[config.mk]
export PLATFORM = sky130hd
export DESIGN_NAME = instr_decoder
export DESIGN_NICKNAME = d
export VERILOG_FILES = /design/src/hdl/simt_pkg.sv /design/src/hdl/instr_decoder.sv
export SDC_FILE = /design/constraint.sdc
export NUM_CORES = 1
export LEC_CHECK = 0
export ABC_AREA = 0
export ABC_CLOCK_PERIOD_IN_PS = 850
export BUFFER_PORTS_ARGS = -buffer_cell sky130_fd_sc_hd__buf_2
export CAP_MARGIN = 20
export CORE_MARGIN = 2
export CORE_UTILIZATION = 35
export CTS_BUF_LIST = sky130_fd_sc_hd__clkbuf_8
export DETAILED_ROUTE_END_ITERATION = 8
export PLACE_DENSITY = 0.67
export SETUP_SLACK_MARGIN = 0.02
export SLEW_MARGIN = 40
export SYNTH_ARGS = -nofsm -noshare
export SYNTH_HDL_FRONTEND = slang
export SYNTH_SLANG_ARGS = --single-unit
[constraint.sdc]
create_clock -name clk -period 0.85 [get_ports clk]
set_input_delay 0.17 -clock clk [delete_from_list [all_inputs] [get_ports clk]]
set_output_delay 0.17 -clock clk [all_outputs]
set_load 0.005 [all_outputs]
[src/hdl/simt_pkg.sv]
`default_nettype none

package simt_pkg;

    // Core dimensions
    localparam int MAX_WARPS   = 4;
    localparam int NUM_LANES   = 4;
    localparam int NUM_PORTS   = NUM_LANES + 1;
    localparam int SCALAR_PORT = NUM_LANES;
    localparam int NUM_REGS    = 16;
    localparam int WORD_W      = 32;
    localparam int PC_W        = 8;
    localparam int IMM_W       = 15;

    typedef logic [WORD_W-1:0]             word_t;
    typedef logic [PC_W-1:0]               pc_t;
    typedef logic [31:0]                   instr_t;
    typedef logic [$clog2(NUM_REGS)-1:0]   reg_addr_t;
    typedef logic [$clog2(MAX_WARPS)-1:0]  warp_idx_t;
    typedef logic [$clog2(MAX_WARPS):0]    warp_count_t;
    typedef logic [NUM_PORTS-1:0]          port_mask_t;

    // Lane 0 sits in the low word
    typedef logic [NUM_LANES-1:0][WORD_W-1:0] lane_vec_t;

    // Instruction bits 31:28
    typedef enum logic [3:0] {
        OP_NOP   = 4'h0,
        OP_ADD   = 4'h1,
        OP_SUB   = 4'h2,
        OP_AND   = 4'h3,
        OP_OR    = 4'h4,
        OP_XOR   = 4'h5,
        OP_ADDI  = 4'h6,
        OP_LDI   = 4'h7,
        OP_TID   = 4'h8,
        OP_BCAST = 4'h9,
        OP_BNEZ  = 4'hA,
        OP_STORE = 4'hB,
        OP_SYNC  = 4'hC,
        OP_HALT  = 4'hD
    } opcode_e;

    typedef enum logic [2:0] {
        WARP_IDLE,
        WARP_FETCH,
        WARP_DECODE,
        WARP_EXECUTE,
        WARP_STORE_WAIT,
        WARP_SYNC_WAIT,
        WARP_UPDATE,
        WARP_DONE
    } warp_state_e;

endpackage

`default_nettype wire

[src/hdl/instr_decoder.sv]
`timescale 1ns/100ps
`default_nettype none

module instr_decoder import simt_pkg::*; (
    input  logic      clk,
    input  logic      reset,
    input  logic      decode_load,
    input  instr_t    instruction,
    output opcode_e   op,
    output logic      is_scalar,
    output logic      reg_write,
    output logic      is_branch,
    output logic      is_store,
    output logic      is_sync,
    output logic      is_halt,
    output reg_addr_t rd,
    output reg_addr_t rs1,
    output reg_addr_t rs2,
    output word_t     imm
);

    opcode_e op_in;

    assign op_in = opcode_e'(instruction[31:28]);

    // Class flags
    always_ff @(posedge clk) begin
        if (reset) begin
            op        <= OP_NOP;
            is_scalar <= 1'b0;
            reg_write <= 1'b0;
            is_branch <= 1'b0;
            is_store  <= 1'b0;
            is_sync   <= 1'b0;
            is_halt   <= 1'b0;
        end else if (decode_load) begin
            op        <= op_in;
            is_scalar <= instruction[27];
            reg_write <= op_in inside {OP_ADD, OP_SUB, OP_AND, OP_OR, OP_XOR,
                                       OP_ADDI, OP_LDI, OP_TID, OP_BCAST};
            is_branch <= (op_in == OP_BNEZ);
            is_store  <= (op_in == OP_STORE);
            is_sync   <= (op_in == OP_SYNC);
            is_halt   <= (op_in == OP_HALT);
        end
    end

    // Operand fields
    always_ff @(posedge clk) begin
        if (decode_load) begin
            rd  <= instruction[26:23];
            rs1 <= instruction[22:19];
            rs2 <= instruction[18:15];
            imm <= {{(WORD_W-IMM_W){instruction[IMM_W-1]}}, instruction[IMM_W-1:0]};
        end
    end

endmodule

`default_nettype wire

# Word level (Yosys, flattened, before mapping)
# Index checks and enable logic that the tools add are counted.
[totals] ff_bits=37 in_bits=35 wordCells=25 output_inout_bits=54
[classes] reduce_logical=1 eq_ne=13
[op_table] cell="equality test 4 bit, second input constant" n=6
[op_table] cell="equality test 4 x 3 -> 1 bit, second input constant" n=4
[op_table] cell="nonzero test 9 bit" n=1
[op_table] cell="equality test 4 x 2 -> 1 bit, second input constant" n=2
[op_table] cell="equality test 4 x 1 -> 1 bit, second input constant" n=1

# Depth between registers and ports, before layout
[logic_depth] word_depth=2 depth_mapped=3 depth_no_buf=2

# Worst setup path before layout
# Ideal clock, no wire load.
[synth_timing] kind="register to output" startpoint="register, netlist name imm[14]" endpoint="output imm[15]" required_time_ps=680 n_path_buf=1 t_arrival_ps=777 stages_incl_launch_ff=2 setup_slack_ps=-97 cell_sequence="edfxtp_1 > buf_4"
[synth_lines] element="to (decl)" line="instr_decoder.sv:19" source="output word_t imm"
# No word-level cell between the ends.

# Final worst setup path
[layout_timing] startpoint="register, netlist name imm[14]" endpoint="output imm[31]"
# No word-level cell between the ends.

==> run metrics <==
Mapped Area 1350 um2; layout cells sized above 1 67.1%; Fmax achieved 872 MHz; RSZ-0062 raised after global routing yes; Worst Path Buf+Inv 2; crit start category flip-flop; clock slew at reported path FFs 70 ps; syn avg cell area 16.3 um2; Post-Synth Simple-Gate Area 4.71%; count leader, synth edfxtp_1; synth top area cells edfxtp_1 60%, dfxtp_1 15%, buf_4 9.4%, mux2i_1 3.7%, o32ai_1 2.6%; status finished, violations left; I/O pin total 89; aggregate routed wire length 2600 um; Overflow after GRT 0; DRC 0; post-synthesis register bit count 37; Leak Pwr 0.872 nW; cts bufs inserted 5; CTS tree built; CTS max path bufs 2; largest area contributor in the netlist edfxtp_1; adder-cell area share of the yosys netlist 0%; share of the synthesized area in the top cell type 59.9%; GR Util All Layers 11.7%; final setup fails 54; worst vdd ir 0.00108 V; synth warn 0; vias in the first global route 848; Pwr Density 1930 nW/um2; CP required 680 ps; Hold WS 62.9 ps; CP max FO 18; top_reg_cell synth edfxtp_1; synth cell count leaders 27 x edfxtp_1, 17 x buf_4, 10 x dfxtp_1; via count 935; Die Area 4380 um2; setup ws final -296 ps; largest net degree at the start of global routing 20; xor/xnor share of the synthesized area 0%; EDFF count, synth 27; Synth Area in Compound Gates 4.44%; slowest stage delay, CP 420 ps; Period minus WS final 1150 ps; Synth Net Count 118; first-pass GRT wire length 3680 um; Final Cycle Share 135%; Max Cap Viol 0; Initial DRC Count 24; Vias per Instance 4.41; Overall Power 3.64 mW; Area Overhead vs Synth 39.4%; gpl congestion 0.705; antenna violations before repair 0; FFs w/ async S/R, synth 0%; Avg WL per Cell 12.3 um; DRT antenna net count 0; cell count after synthesis 83; CTS H-tree lvls 2; hold buffers post-CTS 0; Die X 66.2 um; combinational family with the most area after synthesis buffers and inverters; Seq/Total Area, Yosys 74.7%; clk_skew 0 ps; Port Buf Inserts 88; mux contribution to synthesized area 3.70%; Final Max Tran Viols 0; top cell family by delay on the critical path flip-flops; row count 22; failing checks setup timing; Initial Utilization 36.7%; Root Buffer Master clkbuf_8; final setup TNS -7810 ps; fin nets 199; Clock Sinks 37; worst skew pair latency 280 ps; Fin. Hold Viols 0; DR pass1 iterations 4; fill cell count 338; worst-margin pin slew 244 ps; slowest CP cell edfxtp_1; Antenna Diode Count 0; Worst Hold Class in2reg; relative slew slack 83.5%; critical path cell sequence buf_12 > buf_2; crit path capture type output port; kind of critical path reg2out; Unique masters post-synth 16; WP data arrival 980 ps; Die Ht 66.2 um; core area 3690 um2
==> report_power, final <==
group / switching, mW / internal [mW] / leakage [nW] / total (mW)
Sequential: 0.0350 / 2.07 / 0.350 / 2.11
Combinational: 0.193 / 0.246 / 0.479 / 0.439
Clock: 0.547 / 0.540 / 0.0428 / 1.09
==> layer usage <==
layer	vias up	part of all wire, %	GRT usage [%]
li1	443	-	-
met4	0	0.88	3.83
met1	423	35	11.1
met2	67	50	20.8
met5	-	0	0
met3	2	14	6.81
==> layout make-up <==
cell class	instances	area, um2	share of cell area (%)
Clock buffer	5	68.8	3.65
Clock inverter	2	7.51	0.398
Inverter	5	18.8	0.995
Multi-Input combinational cell	22	174	9.22
Sequential cell	37	1020	54.2
Tap cell	48	60.1	3.18
Timing Repair Buffer	93	534	28.3
==> path summary, 6_finish.rpt <==
path	depth (start not counted)	endpoint	from	slack [ps]
hold / removal	1	imm[0]$_DFFE_PP_	instruction[0]	60
setup reg to reg	2	is_branch$_SDFFE_PP0P_	is_branch$_SDFFE_PP0P_	110
setup / recovery	2	imm[31]	imm[14]$_DFFE_PP_	-300
hold reg to reg	2	is_sync$_SDFFE_PP0P_	is_sync$_SDFFE_PP0P_	470
==> cell usage in the layout, fill, tap and decap left out <==
cell type  netlist  layout
buf_12           0       3
nand2b_1         1       1
buf_2            0      85
nor4b_1          1       1
nand4b_1         1       1
buf_4           17       2
or2_2            1       1
buf_6            2       3
o211a_1          1       1
dfxtp_2          0      10
clkinv_1         0       1
edfxtp_1        27      27
nand4b_2         1       1
o21bai_1         1       1
nor2_1           5       5
a211oi_1         1       1
mux2i_1          5       5
o32ai_1          4       4
inv_1            5       6
clkbuf_8         0       5
==> cells by family after synthesis <==
| logic type | Yosys count |
|---|---|
| compound gates | 7 |
| mux | 5 |
| buf+inv | 24 |
| simple gates | 10 |
| flops | 37 |
==> metrics by stage <==
stage | setup WS (ps) | utilization, % | instance area, um2 | cells
2_1_floorplan | -97.0 | - | 1350 | 83
3_3_place_gp | -23.6 | 47.7 | 1760 | 204
3_5_place_dp | -79.1 | 47.7 | 1760 | 204
4_1_cts | -300 | 50.6 | 1870 | 212
5_1_grt | -355 | 51.2 | 1890 | 212
6_report | -296 | 51.2 | 1890 | 212
==> sequential cells by signal, summed over array words and instances, names as in the netlist <==
signal and cells:
rs1 4, rs2 4, is_branch 1, is_scalar 1
is_halt 1, op 4, rd 4, is_store 1
is_sync 1, imm 15, reg_write 1
==> timing repair <==
item	in CTS	in global routing
gates resized for setup	10	3
buffers inserted	1	0
setup endpoints to repair	54	54
hold endpoints to repair	0	0
Power figures use the tool's default switching activity.
