## src/hdl/simt_pkg.sv

```systemverilog
`default_nettype none

package simt_pkg;

    // Core dimensions
    localparam int MAX_WARPS   = 4;
    localparam int NUM_LANES   = 4;
    localparam int NUM_PORTS   = NUM_LANES + 1;
    localparam int SCALAR_PORT = NUM_LANES;
    localparam int NUM_REGS    = 16;
    localparam int WORD_W      = 32;
    localparam int PC_W        = 8;
    localparam int IMM_W       = 15;

    typedef logic [WORD_W-1:0]             word_t;
    typedef logic [PC_W-1:0]               pc_t;
    typedef logic [31:0]                   instr_t;
    typedef logic [$clog2(NUM_REGS)-1:0]   reg_addr_t;
    typedef logic [$clog2(MAX_WARPS)-1:0]  warp_idx_t;
    typedef logic [$clog2(MAX_WARPS):0]    warp_count_t;
    typedef logic [NUM_PORTS-1:0]          port_mask_t;

    // Lane 0 sits in the low word
    typedef logic [NUM_LANES-1:0][WORD_W-1:0] lane_vec_t;

    // Instruction bits 31:28
    typedef enum logic [3:0] {
        OP_NOP   = 4'h0,
        OP_ADD   = 4'h1,
        OP_SUB   = 4'h2,
        OP_AND   = 4'h3,
        OP_OR    = 4'h4,
        OP_XOR   = 4'h5,
        OP_ADDI  = 4'h6,
        OP_LDI   = 4'h7,
        OP_TID   = 4'h8,
        OP_BCAST = 4'h9,
        OP_BNEZ  = 4'hA,
        OP_STORE = 4'hB,
        OP_SYNC  = 4'hC,
        OP_HALT  = 4'hD
    } opcode_e;

    typedef enum logic [2:0] {
        WARP_IDLE,
        WARP_FETCH,
        WARP_DECODE,
        WARP_EXECUTE,
        WARP_STORE_WAIT,
        WARP_SYNC_WAIT,
        WARP_UPDATE,
        WARP_DONE
    } warp_state_e;

endpackage

`default_nettype wire

```

## src/hdl/store_unit.sv

```systemverilog
`timescale 1ns/100ps
`default_nettype none

module store_unit import simt_pkg::*; (
    input  logic       clk,
    input  logic       reset,
    input  logic       store_start,
    input  port_mask_t port_enable,
    input  word_t      address [NUM_PORTS],
    input  word_t      data [NUM_PORTS],
    input  port_mask_t dmem_write_ready,
    output port_mask_t dmem_write_valid,
    output word_t      dmem_write_address [NUM_PORTS],
    output word_t      dmem_write_data [NUM_PORTS],
    output logic       store_busy
);

    assign store_busy = store_start || (|dmem_write_valid);

    // Pending flags, one per port
    always_ff @(posedge clk) begin
        if (reset) begin
            dmem_write_valid <= '0;
        end else begin
            for (int p = 0; p < NUM_PORTS; p++) begin
                if (dmem_write_valid[p] && dmem_write_ready[p]) begin
                    dmem_write_valid[p] <= 1'b0;
                end else if (store_start && port_enable[p]) begin
                    dmem_write_valid[p] <= 1'b1;
                end
            end
        end
    end

    always_ff @(posedge clk) begin
        for (int p = 0; p < NUM_PORTS; p++) begin
            if (store_start && port_enable[p]) begin
                dmem_write_address[p] <= address[p];
                dmem_write_data[p]    <= data[p];
            end
        end
    end

    // No new store may land on a port that is still stalled
    for (genvar p = 0; p < NUM_PORTS; p++) begin : g_hold_check
        a_hold: assert property (@(posedge clk) disable iff (reset)
            dmem_write_valid[p] && !dmem_write_ready[p] |=>
                dmem_write_valid[p] && $stable(dmem_write_address[p])
                && $stable(dmem_write_data[p]));
    end

endmodule

`default_nettype wire

```

## config.mk

```make
export PLATFORM = sky130hd
export DESIGN_NAME = store_unit
export DESIGN_NICKNAME = d
export VERILOG_FILES = /design/src/hdl/simt_pkg.sv /design/src/hdl/store_unit.sv
export SDC_FILE = /design/constraint.sdc
export NUM_CORES = 1
export LEC_CHECK = 0
export ABC_AREA = 1
export BUFFER_PORTS_ARGS = -buffer_cell sky130_fd_sc_hd__buf_2
export CORE_AREA = 2 2 256 258
export DETAILED_ROUTE_END_ITERATION = 8
export DIE_AREA = 0 0 258 260
export GPL_ROUTABILITY_DRIVEN = 0
export PLACE_DENSITY = 0.43
export SETUP_SLACK_MARGIN = 0.2
export SYNTH_ARGS = -nofsm -noshare
export SYNTH_HDL_FRONTEND = slang
export SYNTH_SLANG_ARGS = --single-unit
```

## constraint.sdc

```tcl
create_clock -name clk -period 6.1 [get_ports clk]
set_input_delay 1.22 -clock clk [delete_from_list [all_inputs] [get_ports clk]]
set_output_delay 1.22 -clock clk [all_outputs]
set_load 0.005 [all_outputs]
```

Yosys cells after proc, flatten, opt, wreduce, memory -nomap -nowiden
Index checks and enable logic that the tools add are counted.
{ "totals": {"register_bits": 325, "latch_bits": 0, "ram_bits": 0, "rom_bits": 0, "inputBits": 333, "word_cells": 32, "n_memories": 0} }
{ "classes": {"add_sub_neg": 0, "n_mul": 0, "div": 0, "magnitude_cmp": 0, "n_eq_ne": 0, "shifts": 0, "mux": 0, "bitwise": 0, "reduce_logical": 17} }
{ "op_table": {"columns": ["cell", "count"], "rows": [
  ["$logic_and A1 B1 Y1", 10],
  ["$reduce_or A2 Y1", 5],
  ["$reduce_or A5 Y1", 1],
  ["$logic_or A1 B1 Y1", 1]
]} }

Longest topological paths before layout
Gate-level depths: netlist (run 1).
{ "logic_depth": {"word_depth": 2, "mapped_depth": 3} }

Worst setup path after synthesis (run 1)
Ideal clock, no wire load.
{ "synth_path": {"kind": "input -> register", "startpoint": "in store_start", "endpoint": "reg dmem_write_address[0] (netlist bit) (enable)", "setup_time_ns": 0.418, "t_arrival_ns": 2.633, "required_time_ns": 5.682, "slack_ns": 3.049, "stages": 3, "path_cell_list": "buf_6 > nand2_1 > inv_1"} }
{ "synth_between": {"elab_chain_cells": 1} }
{ "synth_lines": {"columns": ["item", "line", "rtl"], "rows": [
  ["start, declared", "store_unit.sv:7", "input logic store_start,"],
  ["$logic_and A1 B1 Y1", "store_unit.sv:37", "if (store_start && port_enable[p]) begin"],
  ["end signal, assigned by index", "store_unit.sv:38", "dmem_write_address[p] <= address[p];"],
  ["end, declared", "store_unit.sv:13", "output word_t dmem_write_address [NUM_PORTS],"]
]} }
Every way passes these cells.
A chain may end at the register's enable or synchronous reset.

Worst setup path in the final report (run 1)
{ "layout_path": {"startpoint": "in store_start", "endpoint": "out store_busy"} }
{ "layout_between": {"elab_chain_cells": 1} }
{ "layout_lines": {"columns": ["item", "line", "rtl"], "rows": [
  ["$logic_or A1 B1 Y1", "store_unit.sv:18", "assign store_busy = store_start || (|dmem_write_valid);"],
  ["end, declared", "store_unit.sv:15", "output logic store_busy"]
]} }
Every way passes these cells.

==> metrics.md, run 1 <==
| Metric | Value |
|---|---|
| Final-report max-slew violation count | 0 |
| Synth Area in Adders | 0 |
| Measured slew at the worst slew-check pin | 905 ps |
| Vias in the first global route | 6907 |
| H-tree levels | 2 |
| Power density over the cells | 334 nW/um^2 |
| Die area | 67100 um^2 |
| First-pass GRT wire length | 44300 um |
| Clock skew | 0 ps |
| Largest net degree at the start of global routing | 65 |
| Setup slack, reg-to-reg | 5320 ps |
| Via density | 3.23 |
| Synth warnings | 0 |
| Clock buffer depth | 3 |
| Area added between synthesis and finish | 56.1% |
| Fin. Hold Viols | 0 |
| Setup tns final | 0 ps |
| CTS Buf Count | 37 |
| Synth Area in Simple Gates | 0.0103 |
| Register area share after synthesis | 0.982 |
| Core area | 64100 um^2 |
| Mux cell area share after synthesis | 0 |
| Type of the most critical hold path | flip-flop to flip-flop |
| Post-Syn Instances | 361 |
| WL per Instance | 16.5 um |
| Total iterations of the first detailed-routing run | 4 |
| Max rail drop VDD | 228 uV |
| Yosys reg bits | 325 |
| Min Hold Slack | 529 ps |
| Post-CTS setup buffer count | 0 |
| Number of antenna violations at the first check in global routing | 8 |
| GRT overflow | 0 |
| Post-Syn Area | 9880 um^2 |
| Final worst path period share | 0.495 |
| RSZ-0062 raised after global routing | no |
| Syn_nets | 694 |
| Die Height | 260 um |
| CTS tree | done |
| Layout Nets | 1395 |
| Io pins | 659 |
| Setup WS pre-CTS | 2970 ps |
| Status | finished, final reports clean |
| Filler Cells Inserted | 6720 |
| CP Max Fanout | 11 |
| CP startpoint kind | input port |
| Final worst setup slack | 3080 ps |
| Final WL | 32100 um |
| Rel. slew slack | 0.396 |
| Drt drc | 0 |
| Area of the multi-input gates | 141 um^2 |
| Syn Area/Cell | 27.4 um^2 |
| Crit. End Element | primary output |
| Iteration-0 DRC count of the detailed router | 415 |
| Clk_lat worst skew | 530 ps |
| Sink Count | 325 |
| Sequential cell area | 9710 um^2 |
| Port buffer count | 658 |
| Clock Pin Slew Worst Setup and Hold Paths | 60 ps |
| DPL Wire Length | 25100 um |
| Routed vias | 6274 |
| Initial Utilization | 0.154 |
| Max_cap viols | 0 |
| Share of cells above drive strength 1 | 0.668 |
| Site Rows | 93 |
| Post-synthesis xor/xnor area fraction | 0 |
| Post-DRT Antenna Nets | 0 |
| Cts hold-fix bufs | 0 |
| Post_cts resized | 0 |
| Final setup violation count | 0 |
| Clk root buf | clkbuf_16 |
| Critical path class | input port to primary output |
| Chip width | 258 um |
| CP arrival | 1800 ps |
| Req. time, crit path | 4880 ps |
| Period minus WS final | 3020 ps |
| Main combinational cell family by area after synthesis | simple AND/OR/NAND/NOR gates |
| Pleak | 6.32 nW |
| F_max | 331 MHz |
| Synth Area in Compound Gates | 0.00405 |
| GRT Total Usage | 0.0903 |
| Synth unique cells | 10 |
[cells in the final DEF (no fill, tap or decap)]
cell and count:
inv_1 1, a21oi_2 4, edfxtp_1 320, diode_2 1, nor2_1 4, buf_4 5
clkinv_2 6, clkbuf_16 39, clkinvlp_4 1, clkinv_1 7, clkinv_4 1, clkbuf_1 8
nor2_2 4, buf_2 658, inv_2 5, a21oi_1 1, inv_6 2, nand3_1 1
nand2_1 15, bufinv_16 2, dfxtp_1 5
[state kept, by name, indices dropped and copies added (netlist names)]
name,cells
dmem_write_data,160
dmem_write_address,160
dmem_write_valid,5
[per-stage QoR]
stage                util  instances  power, W  area [um^2]
floorplan               -        361   0.00277         9880
global placement    0.223       1878   0.00307        14300
detailed placement  0.223       1878   0.00307        14300
CTS                 0.241       1944   0.00526        15400
global route        0.241       1945   0.00537        15400
finish              0.241       1945   0.00515        15400
[final timing paths]
kind / startpoint / end / cells after the start
hold reg to reg: dmem_write_valid[2]$_SDFFE_PP0P_ / dmem_write_valid[2]$_SDFFE_PP0P_ / 2
setup / recovery: store_start / store_busy / 4
hold / removal: dmem_write_valid[2]$_SDFFE_PP0P_ / dmem_write_valid[2]$_SDFFE_PP0P_ / 2
setup reg to reg: dmem_write_valid[3]$_SDFFE_PP0P_ / dmem_write_valid[3]$_SDFFE_PP0P_ / 3
[power by group]
part	switching, W	internal (W)
clock network	0.000892	0.00125
logic	0.000175	0.000170
registers	0.0000412	0.00262
total	0.00111	0.00405
[worst max-delay path, stage by stage]
cell and delay (ps):
buf_2 200, nor2_1 130, nand3_1 90, buf_2 150
[metal layers]
| layer | GRT usage | share of wire | wire (um) | up-vias |
|---|---|---|---|---|
| met5 | 0 | 0.0023 | 74 | - |
| met4 | 0.0440 | 0.039 | 1240 | 12 |
| met3 | 0.0444 | 0.12 | 3990 | 73 |
| met2 | 0.167 | 0.53 | 17000 | 430 |
| met1 | 0.0811 | 0.31 | 9810 | 2911 |
| li1 | - | - | - | 2848 |
[cells in the mapped netlist (all sizes together)]
cell	instances	share of area
edfxtp	320	0.97
nand2	15	0.0057
nor2	8	0.0040
inv	6	0.0023
a21oi	5	0.0040
dfxtp	5	0.010
buf	1	0.0011
nand3	1	0.00051
[area by class of cell]
class                      count  area share
sequential                   325       0.629
timing repair buffer         663       0.216
tap                          855      0.0693
clock buffer                  47      0.0652
clock inverter                19     0.00973
multi-input combinational     29     0.00916
inverter                       6     0.00146
antenna                        1    0.000162
[kinds of logic after synthesis]
kind of cell           after synthesis
AOI/OAI and AO/OA                    5
buffers and inverters                7
and+or+nand+nor                     24
DFF                                325
No activity file was read; power rests on OpenSTA's default activity.
==> run 2: changes to the inputs <==
--- a/config.mk
+++ b/config.mk
@@ -7,11 +7,11 @@
 export LEC_CHECK = 0
 export ABC_AREA = 1
 export BUFFER_PORTS_ARGS = -buffer_cell sky130_fd_sc_hd__buf_2
-export CORE_AREA = 2 2 256 258
+export CORE_AREA = 2 2 258 260
 export DETAILED_ROUTE_END_ITERATION = 8
-export DIE_AREA = 0 0 258 260
+export DIE_AREA = 0 0 260 262
 export GPL_ROUTABILITY_DRIVEN = 0
-export PLACE_DENSITY = 0.43
+export PLACE_DENSITY = 0.44
 export SETUP_SLACK_MARGIN = 0.2
 export SYNTH_ARGS = -nofsm -noshare
 export SYNTH_HDL_FRONTEND = slang
==> constraint.sdc (replaced) <==
create_clock -name clk -period 2.7 [get_ports clk]
set_input_delay 0.54 -clock clk [delete_from_list [all_inputs] [get_ports clk]]
set_output_delay 0.54 -clock clk [all_outputs]
set_load 0.005 [all_outputs]
==> run 2 against run 1 <==
Net effect:
- largest cell class unchanged
- setup slack worse by 2200 ps
- critical path depth up 1
- global-route usage down 0.29 points
- non-clock buffer count up 7
- highest routed layer unchanged
- count of clock-buffer cells in the layout up 2
- clock skew unchanged
==> metrics.md, run 2 (same netlist as run 1, synthesis figures left out) <==
| Metric | Value |
|---|---|
| Post-CTS setup buffer count | 0 (unchanged) |
| WL per Instance | 16.6 um (+0.66%) |
| Via density | 3.21 (-0.34%) |
| Core area | 65300 um^2 (+1.8%) |
| Total iterations of the first detailed-routing run | 6 (+2) |
| Die area | 68100 um^2 (+1.6%) |
| Drt drc | 0 (unchanged) |
| Largest net degree at the start of global routing | 65 (unchanged) |
| Final-report max-slew violation count | 0 (unchanged) |
| CTS Buf Count | 38 (+2.7%) |
| Max rail drop VDD | 447 uV (+96%) |
| Final WL | 32600 um (+1.6%) |
| Area added between synthesis and finish | 57.8% |
| CP Max Fanout | 9 (-2) |
| Sink Count | 325 (unchanged) |
| Comb power frac | 0.068 (about the same) |
| Clk root buf | clkbuf_16 |
| Filler Cells Inserted | 6900 (+2.7%) |
| Clock buffer depth | 3 (unchanged) |
| First-pass GRT wire length | 43200 um (-2.5%) |
| Sw frac | 0.212 (-0.00312) |
| Io pins | 659 (unchanged) |
| Vias in the first global route | 6654 (-3.7%) |
| Clk_lat worst skew | 530 ps (about the same) |
| Fin. Hold Viols | 0 (unchanged) |
| Site Rows | 94 (+1.1%) |
| Net Switching | 0.00250 W (+130%) |
| Critical path class | input port to primary output |
| Int Pwr | 0.00927 W (+130%) |
| Chip width | 260 um (+0.78%) |
| Final cell count without fillers | 1964 (+0.98%) |
| Pleak | 6.40 nW (+1.2%) |
| Clock Pin Slew Worst Setup and Hold Paths | 60 ps (about the same) |
| Post-DRT Antenna Nets | 0 (unchanged) |
| Clk pwr share | 0.421 (+0.005) |
| RSZ-0062 raised after global routing | no |
| H-tree levels | 2 (unchanged) |
| Share of cells above drive strength 1 | 0.672 (+0.00393) |
| Period minus WS final | 1840 ps |
| GRT Total Usage | 0.0874 (-0.00286) |
| Leading registers by flop count | dmem_write_address x160, dmem_write_data x160, dmem_write_valid x5 |
| Die Height | 262 um (+0.77%) |
| Number of antenna violations at the first check in global routing | 9 (+1) |
| Final setup violation count | 0 (unchanged) |
| Routed vias | 6314 (+0.64%) |
| CP arrival | 1300 ps (-500 ps) |
| Placed cell count | 1894 (+0.85%) |
| CP startpoint kind | input port |
| Measured slew at the worst slew-check pin | 478 ps (-428 ps) |
| Req. time, crit path | 2160 ps (-2720 ps) |
| F_max | 543 MHz |
| Layout Nets | 1403 (+0.57%) |
| Initial Utilization | 0.151 (-0.00274) |
| Max_cap viols | 0 (unchanged) |
| Sequential share of power | 0.511 (-0.006) |
| Type of the most critical hold path | input port to flip-flop |
| Port buffer count | 658 (unchanged) |
| Iteration-0 DRC count of the detailed router | 347 (-16%) |
| Final worst path period share | 0.682 |
| DPL Wire Length | 25800 um (+2.5%) |
| Status | finished, final reports clean |
| Clock skew | 0 ps (unchanged) |
| GRT overflow | 0 (unchanged) |
| Crit. End Element | primary output |
| Setup tns final | 0 ps (unchanged) |
| Commonest cells after routing, fill and taps aside | 658 x buf_2, 320 x edfxtp_1, 41 x clkbuf_16 |
| Rel. slew slack | 0.682 (+0.285) |
| Cts hold-fix bufs | 0 (unchanged) |
| Power density over the cells | 754 nW/um^2 (+130%) |
| CTS tree | done |
| Leading cell type in the layout, fill and taps excluded | buf_2 |
| Post_cts resized | 0 (unchanged) |
run 2: stage by stage:
step | utilization | setup slack (ps) | cell area, um^2 | power (W) | hold slack, ps
after global placement | 0.220 | 690 | 14400 | 0.00695 | 499
after detailed placement | 0.220 | 677 | 14400 | 0.00695 | 497
after global routing | 0.239 | 742 | 15600 | 0.0123 | 130
final | 0.239 | 857 | 15600 | 0.0118 | 170
after floorplan | - | 329 | 9880 | 0.00626 | 501
after CTS | 0.239 | 781 | 15600 | 0.0120 | 122
run 2: final cells by class:
type / instances / area, um^2 / area share
Inverter: 6 / 23.8 / 0.00152
Sequential cell: 325 / 9710 / 0.622
Clock buffer: 49 / 1060 / 0.0677
Antenna cell: 1 / 2.50 / 0.000160
Tap cell: 864 / 1080 / 0.0693
Timing Repair Buffer: 670 / 3430 / 0.220
Clock inverter: 20 / 151 / 0.00971
Multi-Input combinational cell: 29 / 141 / 0.00906
run 2: path summary, 6_finish.rpt:
kind	start	to	slack, ps	cells after the start
setup reg to reg	dmem_write_valid[1]$_SDFFE_PP0P_	dmem_write_valid[1]$_SDFFE_PP0P_	1880	3
hold / removal	data[123]	dmem_write_data[123]$_DFFE_PP_	170	1
hold reg to reg	dmem_write_valid[2]$_SDFFE_PP0P_	dmem_write_valid[2]$_SDFFE_PP0P_	510	2
setup / recovery	store_start	store_busy	860	5
run 2: power groups by stage:
stage | Clock [W] | Combinational, W | Sequential, W
4_1_cts | 0.00516 | 0.000833 | 0.00602
2_1_floorplan | 0 | 0.0000864 | 0.00617
6_report | 0.00495 | 0.000804 | 0.00601
3_5_place_dp | 0 | 0.000832 | 0.00612
5_1_grt | 0.00534 | 0.000882 | 0.00605
3_3_place_gp | 0 | 0.000828 | 0.00612
run 2: per-layer routing:
layer	up-vias	GRT usage	share of wire
met5	-	0	0.0026
met4	12	0.0310	0.026
met3	64	0.0415	0.11
met2	404	0.162	0.53
met1	2965	0.0842	0.33
li1	2869	-	-
run 2: critical path, cell delays in order:
cell,delay (ps)
buf_2,320
buf_4,200
nor2_1,40
nand3_1,80
buf_2,110
