<file path="config.mk">
export PLATFORM = sky130hd
export DESIGN_NAME = warp_fetcher
export DESIGN_NICKNAME = d
export VERILOG_FILES = /design/src/hdl/simt_pkg.sv /design/src/hdl/warp_fetcher.sv
export SDC_FILE = /design/constraint.sdc
export NUM_CORES = 1
export LEC_CHECK = 0
export BUFFER_PORTS_ARGS = -buffer_cell sky130_fd_sc_hd__buf_2
export CORE_MARGIN = 5
export CORE_UTILIZATION = 36
export CTS_CLUSTER_DIAMETER = 150
export CTS_CLUSTER_SIZE = 10
export DETAILED_ROUTE_END_ITERATION = 10
export PLACE_DENSITY = 0.74
export SYNTH_ARGS = -nofsm -noshare
export SYNTH_HDL_FRONTEND = slang
export SYNTH_SLANG_ARGS = --single-unit
</file>
<file path="constraint.sdc">
create_clock -name clk -period 1.1 [get_ports clk]
set_input_delay 0.22 -clock clk [delete_from_list [all_inputs] [get_ports clk]]
set_output_delay 0.22 -clock clk [all_outputs]
set_load 0.1 [all_outputs]
</file>
<file path="src/hdl/simt_pkg.sv">
`default_nettype none

package simt_pkg;

    // Core dimensions
    localparam int MAX_WARPS   = 4;
    localparam int NUM_LANES   = 4;
    localparam int NUM_PORTS   = NUM_LANES + 1;
    localparam int SCALAR_PORT = NUM_LANES;
    localparam int NUM_REGS    = 16;
    localparam int WORD_W      = 32;
    localparam int PC_W        = 8;
    localparam int IMM_W       = 15;

    typedef logic [WORD_W-1:0]             word_t;
    typedef logic [PC_W-1:0]               pc_t;
    typedef logic [31:0]                   instr_t;
    typedef logic [$clog2(NUM_REGS)-1:0]   reg_addr_t;
    typedef logic [$clog2(MAX_WARPS)-1:0]  warp_idx_t;
    typedef logic [$clog2(MAX_WARPS):0]    warp_count_t;
    typedef logic [NUM_PORTS-1:0]          port_mask_t;

    // Lane 0 sits in the low word
    typedef logic [NUM_LANES-1:0][WORD_W-1:0] lane_vec_t;

    // Instruction bits 31:28
    typedef enum logic [3:0] {
        OP_NOP   = 4'h0,
        OP_ADD   = 4'h1,
        OP_SUB   = 4'h2,
        OP_AND   = 4'h3,
        OP_OR    = 4'h4,
        OP_XOR   = 4'h5,
        OP_ADDI  = 4'h6,
        OP_LDI   = 4'h7,
        OP_TID   = 4'h8,
        OP_BCAST = 4'h9,
        OP_BNEZ  = 4'hA,
        OP_STORE = 4'hB,
        OP_SYNC  = 4'hC,
        OP_HALT  = 4'hD
    } opcode_e;

    typedef enum logic [2:0] {
        WARP_IDLE,
        WARP_FETCH,
        WARP_DECODE,
        WARP_EXECUTE,
        WARP_STORE_WAIT,
        WARP_SYNC_WAIT,
        WARP_UPDATE,
        WARP_DONE
    } warp_state_e;

endpackage

`default_nettype wire

</file>
<file path="src/hdl/warp_fetcher.sv">
`timescale 1ns/100ps
`default_nettype none

module warp_fetcher import simt_pkg::*; (
    input  logic   clk,
    input  logic   reset,
    input  logic   fetch_start,
    input  pc_t    pc,
    input  logic   imem_ready,
    input  instr_t imem_data,
    output logic   imem_valid,
    output pc_t    imem_address,
    output logic   fetch_done,
    output instr_t instruction
);

    logic accepted;

    assign accepted = imem_valid && imem_ready;

    // Valid doubles as the requesting state
    always_ff @(posedge clk) begin
        if (reset) begin
            imem_valid <= 1'b0;
            fetch_done <= 1'b0;
        end else begin
            fetch_done <= accepted;
            if (accepted) begin
                imem_valid <= 1'b0;
            end else if (fetch_start) begin
                imem_valid <= 1'b1;
            end
        end
    end

    always_ff @(posedge clk) begin
        if (fetch_start) begin
            imem_address <= pc;
        end
        if (accepted) begin
            instruction <= imem_data;
        end
    end

    // Request must not move or vanish while memory stalls
    a_req_stable: assert property (@(posedge clk) disable iff (reset)
        imem_valid && !imem_ready |=> imem_valid && $stable(imem_address));

endmodule

`default_nettype wire

</file>
Yosys cells after proc, flatten, opt, wreduce, memory -nomap -nowiden

Cells that the tools add are included.

Register bits after elaboration: 42
Input port bits: 44

Reduce and logical (&&, ||, !) cells: 2

Operator list:

| operator          | count |
|---|---|
| $reduce_or 2->1   | 1 |
| $logic_and 1x1->1 | 1 |

Logic depth before layout (Yosys ltp)

Gate-level depths: netlist of run 1.

Depth after elaboration: 2
Mapped depth: 2
Gate-level depth less buffers: 2

Worst setup path before layout of run 1

No wires, ideal clock.

Kind: flip-flop to flip-flop
Start point: reg imem_valid
End point: reg instruction[0] (enable)
Stages on the path, launching flop included: 2
Arrival time: 1.465 ns
Path buffers: 0
Clock period less this slack: 1.809 ns
Required time: 0.756 ns
Setup slack: -0.709 ns
Cell sequence: dfxtp_1 and2_4

Longest elaborated chain between the ends: 1

Ends and longest elaborated chain:

| what                   | RTL line           | RTL |
|---|---|---|
| start, declared        | warp_fetcher.sv:11 | `output logic imem_valid,` |
| start signal, assigned | warp_fetcher.sv:24 | `imem_valid <= 1'b0;` |
| start signal, assigned | warp_fetcher.sv:29 | `imem_valid <= 1'b0;` |
| start signal, assigned | warp_fetcher.sv:31 | `imem_valid <= 1'b1;` |
| $logic_and 1x1->1      | warp_fetcher.sv:19 | `assign accepted = imem_valid && imem_ready;` |
| via accepted           | warp_fetcher.sv:17 | `logic accepted;` |
| end signal, assigned   | warp_fetcher.sv:41 | `instruction <= imem_data;` |
| end, declared          | warp_fetcher.sv:14 | `output instr_t instruction` |

The timed path passes the listed nets, and every way through them passes these cells.
A chain may end at the register's enable or synchronous reset.

Final worst setup path of run 1

Start point: reg instruction[4]
End point: out instruction[4]

No word-level cell between the ends.

==> impl_metrics.ini, run 1 <==
[sta]
hold_viol = 0
worst_slack_ns = -0.0957
min_period_ns = 1.20
fmaxAchievable_mhz = 836
period_share = 1.09
slew_headroom = 0.868
setup_viol = 42
rsz0062_at_grt = true
clock_skew_ns = 0.00905
slew_violations = 0
worst_pin_slew_ns = 0.198

[final_layout]
utilization = 0.735
num-fill-cells = 182
design_area_um2 = 2490
drive_gt1_frac = 0.702
area_growth_pct = 95.1
num_antenna_cells = 0
register_area_um2 = 1250
multi_input_area_um2 = 36.3
final_common_cell = buf_12
nets = 184
mostFrequentLayoutCells = 44 x buf_12, 43 x buf_2, 40 x edfxtp_1

[global_route]
grt_use_total = 0.132
gr-usage-met2 = 0.216
top_usage_layer = met2
first_global_vias = 871
grt_pass1_wl_um = 4730
grt.overflow.total = 0
grt_antenna_before_repair = 0
grt_max_degree = 24
gr-usage-met3 = 0.0870
met1_usage = 0.131

[drt]
wirelength_um = 2940
antenna_left = 0
drcViolationCount = 0
detail_route.iter0.violations = 11
wire_per_inst_um = 15.7
vias_per_cell = 4.14
dr.pass1.iters = 4
vias = 774

[die]
start_util = 0.377
dieArea_um2 = 4840
rows = 21
io_pins = 86
core-area_um2 = 3390
die_h_um = 69.6
die_w_um = 69.6

[worst_setup_path]
path_class = reg2out
cp_max_fo = 1
start_kind = flop
critPathMaxStageDelay_ns = 0.45
crit_slowest_cell = edfxtp_1
path_delay_family = flip-flops
worst-path-buf-inv = 1
crit_required_ns = 0.88
path_cells = buf_12
r2r_slack_ns = 0.08
cp-end-kind = output port
worstPathArrival_ns = 0.98

[power_and_ir_drop]
leakagePower_nw = 1.01
peakVddDrop_uv = 864
p_seq_frac = 0.542
clkPwrFrac = 0.198
power_frac_comb = 0.260
finalPower_mw = 3.49
p_int_mw = 2.40
p_sw_mw = 1.10
powerDensity_nw_per_um2 = 1400
p_sw_frac = 0.314

[synthesis]
ys_warn_count = 0
syn_area_per_cell_um2 = 27.8
syn_inst = 46
ys_types = 6
synth_seq_cells = 42
syn_nets = 90
syn_area_um2 = 1280
seq_area_frac_synth = 0.972

[clock_network]
cts_made_buffers = 5
htree_num_levels = 2
path_clk_slew_ns = 0.12
tritoncts = built
postCtsHoldBufs = 0
clock_latency_ns = 0.34
cts-root-buf = clkbuf_4
clock-sinks = 42
cts_setup_buffers = 0
clockBufferDepth = 2

[flow_run]
maxCapViolCount = 0

[min_path]
hold_class = in2reg

[run_status]
status = finished with violations
violations = negative setup slack

[place]
gp_congestion = 0.709
dpl_cell_area_um2 = 2440
io_buffer_count = 85
==> flip-flops by register name, summed over array words and instances, names as in the netlist <==
register,count
instruction,32
fetch_done,1
imem_address,8
imem_valid,1
==> timing repair <==
item | CTS | global route
endpoints found under the setup margin | 42 | 42
gates cloned | 0 | 0
gates resized for setup | 1 | 0
==> power by group through the flow <==
stage	Clock [mW]	Sequential, mW	Combinational [mW]
after floorplan	0	2.39	0.0263
after global placement	0	1.93	0.905
after detailed placement	0	1.93	0.917
after CTS	0.730	1.90	0.917
after global routing	0.820	1.90	0.933
final	0.692	1.89	0.909
==> cell type report <==
type	instances	area share
flip-flops and latches	42	0.501
repair buffers	87	0.440
well taps	46	0.0231
clock buffers	5	0.0151
multi-input cells	4	0.0146
clock inverters	3	0.00653
==> path summary, 6_finish.rpt <==
| kind | from | endpoint | cells after the start |
|---|---|---|---|
| hold reg to reg | imem_valid$_SDFFE_PP0P_ | imem_valid$_SDFFE_PP0P_ | 2 |
| hold / removal | pc[3] | imem_address[3]$_DFFE_PP_ | 1 |
| setup / recovery | instruction[4]$_DFFE_PP_ | instruction[4] | 1 |
| setup reg to reg | imem_valid$_SDFFE_PP0P_ | instruction[30]$_DFFE_PP_ | 2 |
==> metal layers <==
metal | share of wire | vias up
met3 | 0.14 | 6
li1 | - | 367
met4 | 0.016 | 0
met5 | 0 | -
met2 | 0.51 | 54
met1 | 0.33 | 347
==> worst reg2reg max path: cells and delay by family (launching register included) <==
family / cells / cell delay [ns]
buffers and inverters: 1 / 0.17
AND/OR/NAND/NOR: 1 / 0.18
flip-flops: 1 / 0.38
==> metrics by stage <==
stage               worst slack (ns)  setup TNS [ns]  instances  hold slack [ns]
detailed placement            0.0908               0        179            0.398
global route                  -0.156           -5.54        187          0.00548
floorplan                     -0.180           -6.85         46            0.277
CTS                           -0.122           -4.22        187           0.0274
global placement               0.111               0        179            0.397
finish                       -0.0957           -3.12        187           0.0477
==> cell families after synthesis <==
group / count (synthesis) / synth area share
flops: 42 / 0.972
simple gates: 4 / 0.0284
==> cell usage after synthesis (all sizes together) <==
master | n | area [um2]
and2 | 1 | 8.76
dfxtp | 2 | 40.0
edfxtp | 40 | 1200
nor2 | 1 | 3.75
nor2b | 1 | 13.8
nor3 | 1 | 10.0
Note: power is estimated with default switching activity, not from simulation.
==> run 2: changes to the inputs <==
- CORE_UTILIZATION: 36 -> 38
- CTS_BUF_LIST: default -> sky130_fd_sc_hd__clkbuf_8
- PLACE_DENSITY: 0.74 -> 0.77
==> run 2 against run 1 <==
The flow still finishes with violations (negative setup slack). Via count grew 2.8%. Total power grew 4.8%. Routed wire length grew 16%. Setup slack gained 0.062 ns. Maximum frequency grew 5.5%. Non-clock buffer count is the same. Critical endpoint is now instruction[19]. Largest power group unchanged. Highest routed layer unchanged.
==> impl_metrics.ini, run 2 (synthesis results as in run 1) <==
[clock_network]
tritoncts = built
cts-root-buf = clkbuf_8
clock-sinks = 42
clockBufferDepth = 2
postCtsHoldBufs = 0
clock_latency_ns = 0.28
path_clk_slew_ns = 0.07
cts_setup_buffers = 0
htree_num_levels = 2
cts_made_buffers = 5

[drt]
wirelength_um = 3400
vias = 796
vias_per_cell = 4.28
dr.pass1.iters = 4
drcViolationCount = 0
wire_per_inst_um = 18.3
antenna_left = 0
detail_route.iter0.violations = 17

[worst_setup_path]
path_class = reg2out
crit_slowest_cell = edfxtp_1
cp-end-kind = output port
crit_required_ns = 0.88
critPathMaxStageDelay_ns = 0.44
worst-path-buf-inv = 1
worstPathArrival_ns = 0.91
path_cells = buf_12
start_kind = flop
path_delay_family = flip-flops
cp_max_fo = 1

[final_layout]
largest_reg_flops = 32
utilization = 0.761
drive_gt1_frac = 0.693
area_growth_pct = 95.7
nets = 184
mostFrequentLayoutCells = 43 x buf_2, 43 x buf_12, 40 x edfxtp_1
num-fill-cells = 183
reg_top3 = instruction x32, imem_address x8
num_antenna_cells = 0
top_register = instruction

[place]
preCtsSetupSlack_ns = 0.0761
io_buffer_count = 85
gp_congestion = 0.688

[sta]
slew_headroom = 0.871
clock_skew_ns = 0.00226
worst_pin_slew_ns = 0.193
rsz0062_at_grt = true
slew_violations = 0
period_share = 1.03
fmaxAchievable_mhz = 882
worst_slack_ns = -0.0338
min_period_ns = 1.13
setup_viol = 30
hold_viol = 0

[global_route]
grt_pass1_wl_um = 4550
grt_use_total = 0.151
grt.overflow.total = 0
first_global_vias = 808
grt_max_degree = 31
grt_antenna_before_repair = 0

[flow_run]
maxCapViolCount = 0

[die]
die_w_um = 68.0
io_pins = 86
dieArea_um2 = 4620
rows = 21
start_util = 0.389
core-area_um2 = 3280
die_h_um = 68.0

[power_and_ir_drop]
p_int_mw = 2.58
finalPower_mw = 3.66
peakVddDrop_uv = 1160
clkPwrFrac = 0.234
p_sw_frac = 0.296
leakagePower_nw = 1.03
p_sw_mw = 1.08
p_seq_frac = 0.518
power_frac_comb = 0.248
powerDensity_nw_per_um2 = 1460

[run_status]
violations = negative setup slack
status = finished with violations

[min_path]
hold_class = in2reg
## run 2: area by class of cell
| cell class | count | area (um2) | area share |
|---|---|---|---|
| clock buffers | 5 | 68.8 | 0.0275 |
| clock inverters | 2 | 7.51 | 0.00300 |
| multi-input cells | 4 | 36.3 | 0.0145 |
| flip-flops and latches | 42 | 1250 | 0.498 |
| well taps | 46 | 57.6 | 0.0230 |
| repair buffers | 87 | 1080 | 0.433 |
## run 2: final timing paths
kind                                                 from                         to  slack (ns)  cells past startpoint
worst max-delay path            instruction[19]$_DFFE_PP_            instruction[19]       -0.03                      1
worst min-delay path                         imem_data[9]   instruction[9]$_DFFE_PP_        0.11                      1
worst max register to register    imem_valid$_SDFFE_PP0P_  instruction[18]$_DFFE_PP_        0.07                      2
worst min register to register    imem_valid$_SDFFE_PP0P_    imem_valid$_SDFFE_PP0P_        0.56                      2
## run 2: routing by layer
layer  GRT usage  vias to the layer above  part of all wire
met3      0.0821                        2              0.12
li1            -                      367                 -
met2       0.259                       51              0.52
met4      0.0447                        0            0.0035
met1       0.159                      376              0.36
met5           0                        -                 0
## run 2: stage by stage
| stage | setup TNS, ns | instance area [um2] | hold slack, ns | std cells |
|---|---|---|---|---|
| floorplan | -6.85 | 1280 | 0.277 | 46 |
| global placement | 0 | 2420 | 0.398 | 179 |
| detailed placement | 0 | 2420 | 0.399 | 179 |
| CTS | -0.905 | 2500 | 0.103 | 186 |
| global route | -1.74 | 2500 | 0.0922 | 186 |
| finish | -0.311 | 2500 | 0.115 | 186 |
## run 2: repair_timing
action                     in CTS  in global routing
pin swaps                       0                  0
gates resized for setup         0                  0
setup endpoints to repair      40                 40
## run 2: power groups by stage
stage	Sequential (mW)	Combinational, mW	Clock, mW
after floorplan	2.39	0.0263	0
after global placement	1.93	0.895	0
after detailed placement	1.93	0.913	0
after CTS	1.90	0.915	0.889
after global routing	1.90	0.928	0.953
final	1.90	0.907	0.856
==> run 3: changes to the inputs <==
- ABC_AREA: default -> 1
==> run 3 against run 2 <==
The flow still finishes with violations (negative setup slack). Via count rose by 5.8%. Combinational power barely moved. Clock power up 32%. Critical path type unchanged. Critical endpoint is now instruction[30]. Largest cell class unchanged.
==> impl_metrics.ini, run 3 <==
[worst_setup_path]
cp_max_fo = 1
worst-path-buf-inv = 1
start_kind = flop
crit_slowest_cell = edfxtp_1
worstPathArrival_ns = 0.92
critPathMaxStageDelay_ns = 0.44
path_class = reg2out
crit_required_ns = 0.88
cp-end-kind = output port
path_cells = buf_12
path_delay_family = flip-flops

[clock_network]
clock-sinks = 42
clockBufferDepth = 2
cts_made_buffers = 5
cts-root-buf = clkbuf_8
clock_latency_ns = 0.28
postCtsHoldBufs = 0
tritoncts = built
cts.repair.resized = 0
path_clk_slew_ns = 0.07
htree_num_levels = 2

[power_and_ir_drop]
peakVddDrop_uv = 976
finalPower_mw = 3.94
p_int_mw = 2.81
clkPwrFrac = 0.287
leakagePower_nw = 1.05
p_sw_mw = 1.12
powerDensity_nw_per_um2 = 1560
p_seq_frac = 0.483
p_sw_frac = 0.285
power_frac_comb = 0.230

[drt]
detail_route.iter0.violations = 18
wirelength_um = 3480
drcViolationCount = 0
antenna_left = 0
vias_per_cell = 4.46
dr.pass1.iters = 4
wire_per_inst_um = 18.4
vias = 842

[global_route]
grt.overflow.total = 0
grt_use_total = 0.158
first_global_vias = 924
grt_pass1_wl_um = 4820
grt_antenna_before_repair = 0
grt_max_degree = 33

[place]
dp_cells = 181
io_buffer_count = 85
dp_hpwl_um = 2820
gp_congestion = 0.664
preCtsSetupSlack_ns = 0.0902

[synthesis]
synth_compound_area_frac = 0
synth_flop_cell = edfxtp_1
seq_area_frac_synth = 0.974
synth_seq_cells = 42
muxShareOfSynthArea = 0
syn_inst = 49
syn_nets = 93
ys_warn_count = 0
synth_top_area_cell = edfxtp_1
ys_top_cells_by_count = 40 x edfxtp_1, 2 x dfxtp_1, 2 x inv_1, 2 x nand2_2, 2 x nor2_1
synth-simple-area-share = 0.0206
synth_area_leaders = edfxtp_1 94%, dfxtp_1 3.1%, nand2_2 0.98%
syn_area_um2 = 1270
synth-xor-area-share = 0
async_flop_share = 0
synth_adder_area_share = 0
synth_edf_count = 40
synth_top_family_by_area = simple AND/OR/NAND/NOR gates
syn_area_per_cell_um2 = 26.0
synth_most_common_cell = edfxtp_1
ys_types = 6
synth_top_area_frac = 0.942

[sta]
worst_pin_slew_ns = 0.181
min_period_ns = 1.14
worst_slack_ns = -0.0427
whs_ns = 0.0962
period_share = 1.04
setup_viol = 40
hold_viol = 0
rsz0062_at_grt = true
fmaxAchievable_mhz = 875
slew_violations = 0
slew_headroom = 0.879
clock_skew_ns = 0.00427

[final_layout]
top_register = instruction
mostFrequentLayoutCells = 43 x buf_2, 43 x buf_12, 40 x edfxtp_1
largest_reg_flops = 32
nets = 186
num_antenna_cells = 0
reg_top3 = instruction x32, imem_address x8
utilization = 0.770
num-fill-cells = 171
area_growth_pct = 98.3
drive_gt1_frac = 0.685
finalNonFillerCells = 189

[die]
rows = 21
core-area_um2 = 3280
io_pins = 86
start_util = 0.388
die_w_um = 67.9
dieArea_um2 = 4610
die_h_um = 67.9

[run_status]
status = finished with violations
violations = negative setup slack

[flow_run]
maxCapViolCount = 0

[min_path]
hold_class = in2reg
==> run 3: power groups by stage <==
stage               Combinational, mW  Sequential, mW  Clock, mW
finish                          0.905            1.90       1.13
global route                    0.926            1.91       1.24
CTS                             0.912            1.90       1.15
detailed placement              0.910            1.94          0
global placement                0.892            1.93          0
floorplan                      0.0276            2.39          0
==> run 3: layout make-up <==
cell class                      count  area (um2)  share of cell area
Clock inverter                      3        37.5              0.0148
Clock buffer                        5        68.8              0.0272
Timing Repair Buffer               86        1080               0.426
Sequential cell                    42        1250               0.493
Multi-Input combinational cell      5        31.3              0.0124
Tap cell                           46        57.6              0.0228
Inverter                            2        11.3             0.00445
==> run 3: path summary, 6_finish.rpt <==
kind / startpoint / end / slack, ns / cells past startpoint
max: instruction[30]$_DFFE_PP_ / instruction[30] / -0.04 / 1
min: reset / fetch_done$_SDFF_PP0_ / 0.1 / 2
max reg2reg: imem_valid$_SDFFE_PP0P_ / instruction[31]$_DFFE_PP_ / 0.08 / 3
min reg2reg: imem_valid$_SDFFE_PP0P_ / fetch_done$_SDFF_PP0_ / 0.51 / 2
==> run 3: metrics by stage <==
step | cell area, um2 | TNS [ns]
after floorplan | 1290 | -9.66
after global placement | 2420 | 0
after detailed placement | 2420 | 0
after CTS | 2530 | -1.28
after global routing | 2530 | -2.09
final | 2530 | -0.783
==> run 3: per-layer routing <==
metal / global-route usage / vias up / share of wire
li1: - / 371 / -
met1: 0.161 / 398 / 0.35
met2: 0.260 / 64 / 0.49
met3: 0.0722 / 9 / 0.14
met4: 0.102 / 0 / 0.030
met5: 0 / - / 0
==> run 3: what timing repair did <==
item                       CTS  global route
pin swaps                    0             0
setup buffers                0             0
setup endpoints to repair   40            40
cloned                       0             0
==> run 3: kinds of logic after synthesis <==
| group | after synthesis |
|---|---|
| DFF | 42 |
| and+or+nand+nor | 5 |
| buffers and inverters | 2 |
